<file path="src/excPkg.sv">
`default_nettype none

package excPkg;

    // exception flags gathered along the pipeline, in pipeline order
    typedef struct packed {
        logic interrupt;
        logic wrongAddrIf;
        logic reservedInstr;
        logic syscall;
        logic brk;
        logic eret;
        logic wrWrongAddrMem;
        logic rdWrongAddrMem;
        logic overflow;
        logic tlbRefill;
        logic tlbInvalid;
        logic tlbModified;
        // qualifies tlbRefill or tlbInvalid, not a cause on its own
        logic tlbStore;
        logic refetch;
        logic trap;
    } excFlagsT;

    typedef struct packed {
        logic regWe;
        logic hiWe;
        logic loWe;
    } regsWrT;

    typedef struct packed {
        logic id;
        logic exe;
        logic mem;
    } flushT;

    typedef enum logic [1:0] {
        kindNone      = 2'b00,
        kindException = 2'b01,
        kindEret      = 2'b10,
        kindRefetch   = 2'b11
    } redirectKindT;

    typedef struct packed {
        redirectKindT kind;
        logic [31:0]  target;
    } redirectT;

    // move-to-CP0 from the pipeline
    typedef struct packed {
        logic        we;
        logic [4:0]  addr;
        logic [31:0] data;
    } cp0WriteT;

    typedef enum logic {
        badFromPc  = 1'b0,
        badFromMem = 1'b1
    } badAddrSelT;

    localparam logic [4:0] cp0BadVAddr = 5'd8;
    localparam logic [4:0] cp0Status   = 5'd12;
    localparam logic [4:0] cp0Cause    = 5'd13;
    localparam logic [4:0] cp0Epc      = 5'd14;

    localparam logic [4:0] excInt  = 5'd0;
    localparam logic [4:0] excMod  = 5'd1;
    localparam logic [4:0] excTlbl = 5'd2;
    localparam logic [4:0] excTlbs = 5'd3;
    localparam logic [4:0] excAdel = 5'd4;
    localparam logic [4:0] excAdes = 5'd5;
    localparam logic [4:0] excSys  = 5'd8;
    localparam logic [4:0] excBp   = 5'd9;
    localparam logic [4:0] excRi   = 5'd10;
    localparam logic [4:0] excOv   = 5'd12;
    localparam logic [4:0] excTr   = 5'd13;

    // single vector for every exception, no BEV handling
    localparam logic [31:0] excVector = 32'hBFC00380;

endpackage

`default_nettype wire

</file>
<file path="src/exceptionDetect.sv">
`timescale 1ns/100ps
`default_nettype none

module exceptionDetect import excPkg::*; (
    input  wire regsWrT       memRegsWr,
    input  wire excFlagsT     memExc,
    input  wire [31:0]        memPc,
    input  wire [7:0]         imMask,
    input  wire               exl,
    input  wire               ie,
    input  wire [7:0]         ipPending,
    output regsWrT            regsWrFinal,
    output flushT             flush,
    output redirectKindT      kind,
    output excFlagsT          excFinal
);

    excFlagsT causeOnly;
    logic     anyExc;

    // interrupt and fetch alignment are decided here, the rest arrive from earlier stages
    always_comb begin
        excFinal             = memExc;
        excFinal.interrupt   = ((ipPending & imMask) != 8'b0) && !exl && ie;
        excFinal.wrongAddrIf = (memPc[1:0] != 2'b00);
    end

    always_comb begin
        causeOnly          = excFinal;
        causeOnly.tlbStore = 1'b0;
    end

    assign anyExc = (causeOnly != '0);

    always_comb begin
        if (anyExc) begin
            if (excFinal.refetch) begin
                kind = kindRefetch;
            end else if (excFinal.eret) begin
                kind = kindEret;
            end else begin
                kind = kindException;
            end
            flush       = '{id: 1'b1, exe: 1'b1, mem: 1'b1};
            // the faulting instruction must not retire
            regsWrFinal = '0;
        end else begin
            kind        = kindNone;
            flush       = '0;
            regsWrFinal = memRegsWr;
        end
    end

endmodule

`default_nettype wire

</file>
<file path="src/excCodeEncoder.sv">
`timescale 1ns/100ps
`default_nettype none

module excCodeEncoder import excPkg::*; (
    input  wire excFlagsT excFinal,
    output logic [4:0]    excCode,
    output badAddrSelT    badSel
);

    // highest priority first; fetch-side TLB faults are not modelled
    always_comb begin
        badSel = badFromMem;
        if (excFinal.interrupt) begin
            excCode = excInt;
        end else if (excFinal.wrongAddrIf) begin
            excCode = excAdel;
            badSel  = badFromPc;
        end else if (excFinal.reservedInstr) begin
            excCode = excRi;
        end else if (excFinal.overflow) begin
            excCode = excOv;
        end else if (excFinal.trap) begin
            excCode = excTr;
        end else if (excFinal.syscall) begin
            excCode = excSys;
        end else if (excFinal.brk) begin
            excCode = excBp;
        end else if (excFinal.rdWrongAddrMem) begin
            excCode = excAdel;
        end else if (excFinal.wrWrongAddrMem) begin
            excCode = excAdes;
        end else if (excFinal.tlbRefill || excFinal.tlbInvalid) begin
            // refill and invalid share a code, split by access direction
            excCode = excFinal.tlbStore ? excTlbs : excTlbl;
        end else if (excFinal.tlbModified) begin
            excCode = excMod;
        end else begin
            // don't care, only sampled on kindException
            excCode = excInt;
            badSel  = badFromPc;
        end
    end

endmodule

`default_nettype wire

</file>
<file path="src/cp0Regs.sv">
`timescale 1ns/100ps
`default_nettype none

module cp0Regs import excPkg::*; (
    input  wire               clk,
    input  wire               arstN,
    input  wire redirectKindT kind,
    input  wire [4:0]         excCode,
    input  wire badAddrSelT   badSel,
    input  wire [31:0]        memPc,
    input  wire [31:0]        memBadAddr,
    input  wire [5:0]         hwInt,
    input  wire cp0WriteT     cp0Wr,
    input  wire [4:0]         cp0RdAddr,
    output logic [31:0]       cp0RdData,
    output logic [7:0]        imMask,
    output logic              exl,
    output logic              ie,
    output logic [7:0]        ipPending,
    output logic [31:0]       epc
);

    logic [31:0] badVAddr;
    logic [4:0]  causeExcCode;
    logic [1:0]  causeSwIp;
    logic        excTaken;
    logic        eretTaken;
    logic        mtc0;
    logic        badAddrCode;

    assign excTaken  = (kind == kindException);
    assign eretTaken = (kind == kindEret);
    // a flushed slot (exception, eret, refetch) never commits its mtc0
    assign mtc0      = cp0Wr.we && (kind == kindNone);

    assign badAddrCode = excCode inside {excAdel, excAdes, excTlbl, excTlbs, excMod};

    // hardware lines are not latched
    assign ipPending = {hwInt, causeSwIp};

    always_ff @(posedge clk or negedge arstN) begin
        if (!arstN) begin
            imMask <= '0;
            exl    <= 1'b0;
            ie     <= 1'b0;
        end else if (excTaken) begin
            exl <= 1'b1;
        end else if (eretTaken) begin
            exl <= 1'b0;
        end else if (mtc0 && cp0Wr.addr == cp0Status) begin
            imMask <= cp0Wr.data[15:8];
            exl    <= cp0Wr.data[1];
            ie     <= cp0Wr.data[0];
        end
    end

    always_ff @(posedge clk or negedge arstN) begin
        if (!arstN) begin
            causeExcCode <= '0;
            causeSwIp    <= '0;
        end else if (excTaken) begin
            causeExcCode <= excCode;
        end else if (mtc0 && cp0Wr.addr == cp0Cause) begin
            causeSwIp <= cp0Wr.data[9:8];
        end
    end

    // nested exception keeps the first return address
    always_ff @(posedge clk or negedge arstN) begin
        if (!arstN) begin
            epc <= '0;
        end else if (excTaken) begin
            if (!exl) begin
                epc <= memPc;
            end
        end else if (mtc0 && cp0Wr.addr == cp0Epc) begin
            epc <= cp0Wr.data;
        end
    end

    always_ff @(posedge clk or negedge arstN) begin
        if (!arstN) begin
            badVAddr <= '0;
        end else if (excTaken && badAddrCode) begin
            badVAddr <= (badSel == badFromPc) ? memPc : memBadAddr;
        end
    end

    always_comb begin
        case (cp0RdAddr)
            cp0BadVAddr: cp0RdData = badVAddr;
            cp0Status:   cp0RdData = {16'b0, imMask, 6'b0, exl, ie};
            cp0Cause:    cp0RdData = {16'b0, hwInt, causeSwIp, 1'b0, causeExcCode, 2'b0};
            cp0Epc:      cp0RdData = epc;
            default:     cp0RdData = '0;
        endcase
    end

endmodule

`default_nettype wire

</file>
<file path="src/pcRedirect.sv">
`timescale 1ns/100ps
`default_nettype none

module pcRedirect import excPkg::*; (
    input  wire redirectKindT kind,
    input  wire [31:0]        epc,
    input  wire [31:0]        memPc,
    output redirectT          redirect
);

    always_comb begin
        redirect.kind = kind;
        case (kind)
            kindException: begin
                redirect.target = excVector;
            end
            kindEret: begin
                redirect.target = epc;
            end
            kindRefetch: begin
                // replay the instruction sitting in the memory stage
                redirect.target = memPc;
            end
            default: begin
                redirect.target = '0;
            end
        endcase
    end

endmodule

`default_nettype wire

</file>
<file path="src/exceptionUnit.sv">
`timescale 1ns/100ps
`default_nettype none

module exceptionUnit import excPkg::*; (
    input  wire           clk,
    input  wire           arstN,
    input  wire regsWrT   memRegsWr,
    input  wire excFlagsT memExc,
    input  wire [31:0]    memPc,
    input  wire [31:0]    memBadAddr,
    input  wire [5:0]     hwInt,
    input  wire cp0WriteT cp0Wr,
    input  wire [4:0]     cp0RdAddr,
    output regsWrT        regsWrFinal,
    output flushT         flush,
    output redirectT      redirect,
    output excFlagsT      excFinal,
    output logic [31:0]   cp0RdData
);

    logic [7:0]   imMask;
    logic         exl;
    logic         ie;
    logic [7:0]   ipPending;
    logic [31:0]  epc;
    redirectKindT kind;
    logic [4:0]   excCode;
    badAddrSelT   badSel;

    exceptionDetect u_detect (
        .memRegsWr   (memRegsWr),
        .memExc      (memExc),
        .memPc       (memPc),
        .imMask      (imMask),
        .exl         (exl),
        .ie          (ie),
        .ipPending   (ipPending),
        .regsWrFinal (regsWrFinal),
        .flush       (flush),
        .kind        (kind),
        .excFinal    (excFinal)
    );

    excCodeEncoder u_encoder (
        .excFinal (excFinal),
        .excCode  (excCode),
        .badSel   (badSel)
    );

    cp0Regs u_cp0 (
        .clk        (clk),
        .arstN      (arstN),
        .kind       (kind),
        .excCode    (excCode),
        .badSel     (badSel),
        .memPc      (memPc),
        .memBadAddr (memBadAddr),
        .hwInt      (hwInt),
        .cp0Wr      (cp0Wr),
        .cp0RdAddr  (cp0RdAddr),
        .cp0RdData  (cp0RdData),
        .imMask     (imMask),
        .exl        (exl),
        .ie         (ie),
        .ipPending  (ipPending),
        .epc        (epc)
    );

    pcRedirect u_redirect (
        .kind     (kind),
        .epc      (epc),
        .memPc    (memPc),
        .redirect (redirect)
    );

endmodule

`default_nettype wire

</file>
<file path="config.mk">
export PLATFORM = sky130hd
export DESIGN_NAME = exceptionUnit
export DESIGN_NICKNAME = d
export VERILOG_FILES = /design/src/excPkg.sv /design/src/exceptionDetect.sv /design/src/excCodeEncoder.sv /design/src/cp0Regs.sv /design/src/pcRedirect.sv /design/src/exceptionUnit.sv
export SDC_FILE = /design/constraint.sdc
export NUM_CORES = 1
export LEC_CHECK = 0
export BUFFER_PORTS_ARGS = -buffer_cell sky130_fd_sc_hd__buf_4
export CORE_MARGIN = 2
export CORE_UTILIZATION = 30
export CTS_CLUSTER_SIZE = 12
export DETAILED_ROUTE_END_ITERATION = 6
export PLACE_DENSITY = 0.6
export SLEW_MARGIN = 20
export SYNTH_ARGS = -nofsm -noshare
export SYNTH_HDL_FRONTEND = slang
export SYNTH_SLANG_ARGS = --single-unit
</file>
<file path="constraint.sdc">
create_clock -name clk -period 4 [get_ports clk]
set_clock_uncertainty 0.1 [all_clocks]
set_input_delay 0.6 -clock clk [delete_from_list [all_inputs] [get_ports clk]]
set_output_delay 0.6 -clock clk [all_outputs]
set_load 0.05 [all_outputs]
</file>
==> summary.txt <==
CTS Buf Count -> 9
top cell type's share of synthesized area -> 0.399
Peak Freq -> 262 MHz
outcome -> complete, no violations
Post-synth top flop -> dfrtp_1
initial DRC count -> 316
DR WL/cell -> 19.4 um
Synth Net Count -> 627
Root Buffer -> clkbuf_16
Max Slew Vio Count -> 0
DP Wirelength -> 12900 um
share of cells above drive strength 1 -> 0.540
number of synthesized flops with an enable pin -> 0
num rows -> 47
initial core utilization -> 0.305
Via density -> 5.25
fillcell total -> 1616
CTS Sinks -> 80
Routed Antenna Nets -> 0
largest stage delay on the critical path -> 0.53 ns
die height -> 133 um
H-tree Lvls -> 3
WP data required -> 3.30 ns
post-synthesis cell type count -> 47
area occupied by multi-input gates -> 2770 um^2
Layout Nets -> 827
Cell Area, Synth -> 5020 um^2
cell chain of the critical path -> or2b_2 > a41o_2 > and2_1 > and3_2 > a21oi_2 > ha_2 > buf_4 > a22oi_1 > nor2_2 > buf_4
first-pass GRT wire length -> 27500 um
Worst-Skew Late Latency -> 0.33 ns
Slew headroom -> 0.255
Hold WC Path Type -> input pin to asynchronous set/reset pin
fin area -> 7280 um^2
Power Density -> 395 nW/um^2
Cells after Synth -> 490
crit path buf inv count -> 2
CP Max Fanout -> 20
final wirelength -> 17700 um
CP max-delay cell -> ha_2
Overall Power -> 2.88 mW
Reg area -> 2000 um^2
diodes inserted -> 0
worst IR drop on VDD -> 0.164 mV
post-route setup TNS -> 0 ns
Lkg Pwr -> 3.35 nW
# hold bufs at CTS -> 0
register bit total from synthesis -> 80
Post-CTS Setup Repair Bufs -> 0
CTS tree -> built
kind of critical path -> flip-flop to primary output
die area -> 17800 um^2
RePlAce Congestion -> 0.827
post-synthesis to final-layout area growth -> 45.1%
CTS clock-pin slew for the worst setup and hold paths -> 0.06 ns
final hold violations -> 0
drt first pass iters -> 5
largest net degree at the start of global routing -> 81
final non-filler cell total -> 915
max_cap viols -> 0
Max clock buf depth -> 2
sequential share of the synthesized area -> 0.399
core area -> 16500 um^2
Post-DP Area -> 6960 um^2
cell family with most CP delay -> simple AND/OR/NAND/NOR gates
Residual DRC -> 0
critical path launch point type -> flip-flop
minimum clock period -> 3.82 ns
biggest area consumer among synthesized cells -> dfrtp_1
FFs w/ async S/R, synth -> 1.00
final setup fails -> 0
RSZ-0062 raised after global routing -> false
WP data arrival -> 3.12 ns
Worst Max-Slew Pin Slew -> 1.11 ns
period utilization -> 0.954
dpl cells -> 899
Avg Cell Area, Syn -> 10.2 um^2
die width -> 133 um
Worst setup EP type -> primary output
Via Count -> 4804
initial antenna violation count -> 0
gr usage total -> 0.198
post-CTS resize count -> 0
total grt overflow -> 0
Area contributors post-synth -> dfrtp_1 40%, mux2_2 16%, mux2i_1 6.6%
Port Buffer Count -> 217
synth warn -> 0
critical path's most frequent cell -> buf_4
fin util -> 0.442
io pins -> 220
vias in the first global route -> 5078
-- logic make-up (layout without fill, tap and decap cells) --
logic type | count (synthesis) | in the layout | synth area share
compound gates | 130 | 130 | 0.198
mux | 106 | 106 | 0.230
simple gates | 103 | 103 | 0.0895
flops | 80 | 80 | 0.399
buf+inv | 67 | 272 | 0.0728
fa+ha+maj | 4 | 4 | 0.00998
-- area by class of cell --
| cell class | instances | area share |
|---|---|---|
| flip-flops and latches | 80 | 0.275 |
| repair buffers | 240 | 0.255 |
| inverters | 16 | 0.00825 |
| multi-input cells | 343 | 0.381 |
| clock buffers | 13 | 0.0344 |
| well taps | 220 | 0.0378 |
| clock inverters | 3 | 0.00893 |
-- per-layer routing --
| metal | share of wire | up-vias | global-route usage |
|---|---|---|---|
| li1 | - | 2209 | - |
| met1 | 0.43 | 2379 | 0.252 |
| met2 | 0.49 | 195 | 0.333 |
| met3 | 0.072 | 21 | 0.0441 |
| met4 | 0.015 | 0 | 0.0656 |
| met5 | 0 | - | 0 |
-- state kept, by name, summed over array words and instances, names as in the netlist --
name	cells
u_cp0.causeSwIp	2
u_cp0.ie	1
u_cp0.imMask	8
u_cp0.badVAddr	32
u_cp0.exl	1
u_cp0.causeExcCode	4
u_cp0.epc	32
-- final timing paths --
check | cells after the start | from | slack (ns) | to
setup / recovery | 10 | u_cp0.exl | 0.18 | redirect[1]
hold / removal | 1 | arstN | 0.20 | u_cp0.badVAddr[24]
setup reg to reg | 11 | u_cp0.exl | 0.53 | u_cp0.badVAddr[27]
hold reg to reg | 1 | u_cp0.badVAddr[22] | 0.41 | u_cp0.badVAddr[22]
max in group asynchronous | 1 | arstN | 3.07 | u_cp0.badVAddr[16]
min in group clk | 2 | memExc[6] | 0.40 | u_cp0.causeExcCode[0]
-- stage by stage --
step           setup slack (ns)  hold slack [ns]
2_1_floorplan            -0.122            0.204
3_3_place_gp             0.0365            0.389
3_5_place_dp            -0.0612            0.398
4_1_cts                   0.152            0.387
5_1_grt                  0.0260            0.267
6_report                  0.184            0.198
-- power by group --
group | internal (mW) | total, mW | switching [mW]
Clock | 0.564 | 0.889 | 0.325
Sequential | 0.992 | 1.12 | 0.125
Combinational | 0.378 | 0.873 | 0.495
-- placed cells by master, fill, tap and decap left out, types with 2 or more instances in the layout --
master	count
a22o_2	2
a22o_1	26
dfrtp_1	80
nor3_1	2
and2_1	4
a221oi_1	12
nand2_1	10
a221o_1	8
a21oi_1	33
a22oi_1	24
o2bb2ai_1	2
nor2_1	44
a222oi_1	6
buf_4	235
nor2_2	29
o21ai_0	5
inv_1	16
buf_12	4
mux2_2	72
bufinv_16	2
clkbuf_1	3
mux2i_1	33
ha_2	4
or4_1	2
clkbuf_16	9
-- cell usage after synthesis (3+ instances only) --
library cell   n
a21oi_1       34
a221o_1        8
a221oi_1      12
a222oi_1       6
a22o_1        26
a22oi_1       24
and2_1         4
buf_4         16
buf_6          3
clkbuf_1      26
clkbuf_8       3
dfrtp_1       80
ha_1           4
inv_1         16
mux2_2        72
mux2i_1       33
nand2_1       10
nor2_1        73
nor3_1         3
o21ai_0        5
No activity file was read; power rests on OpenSTA's default activity.
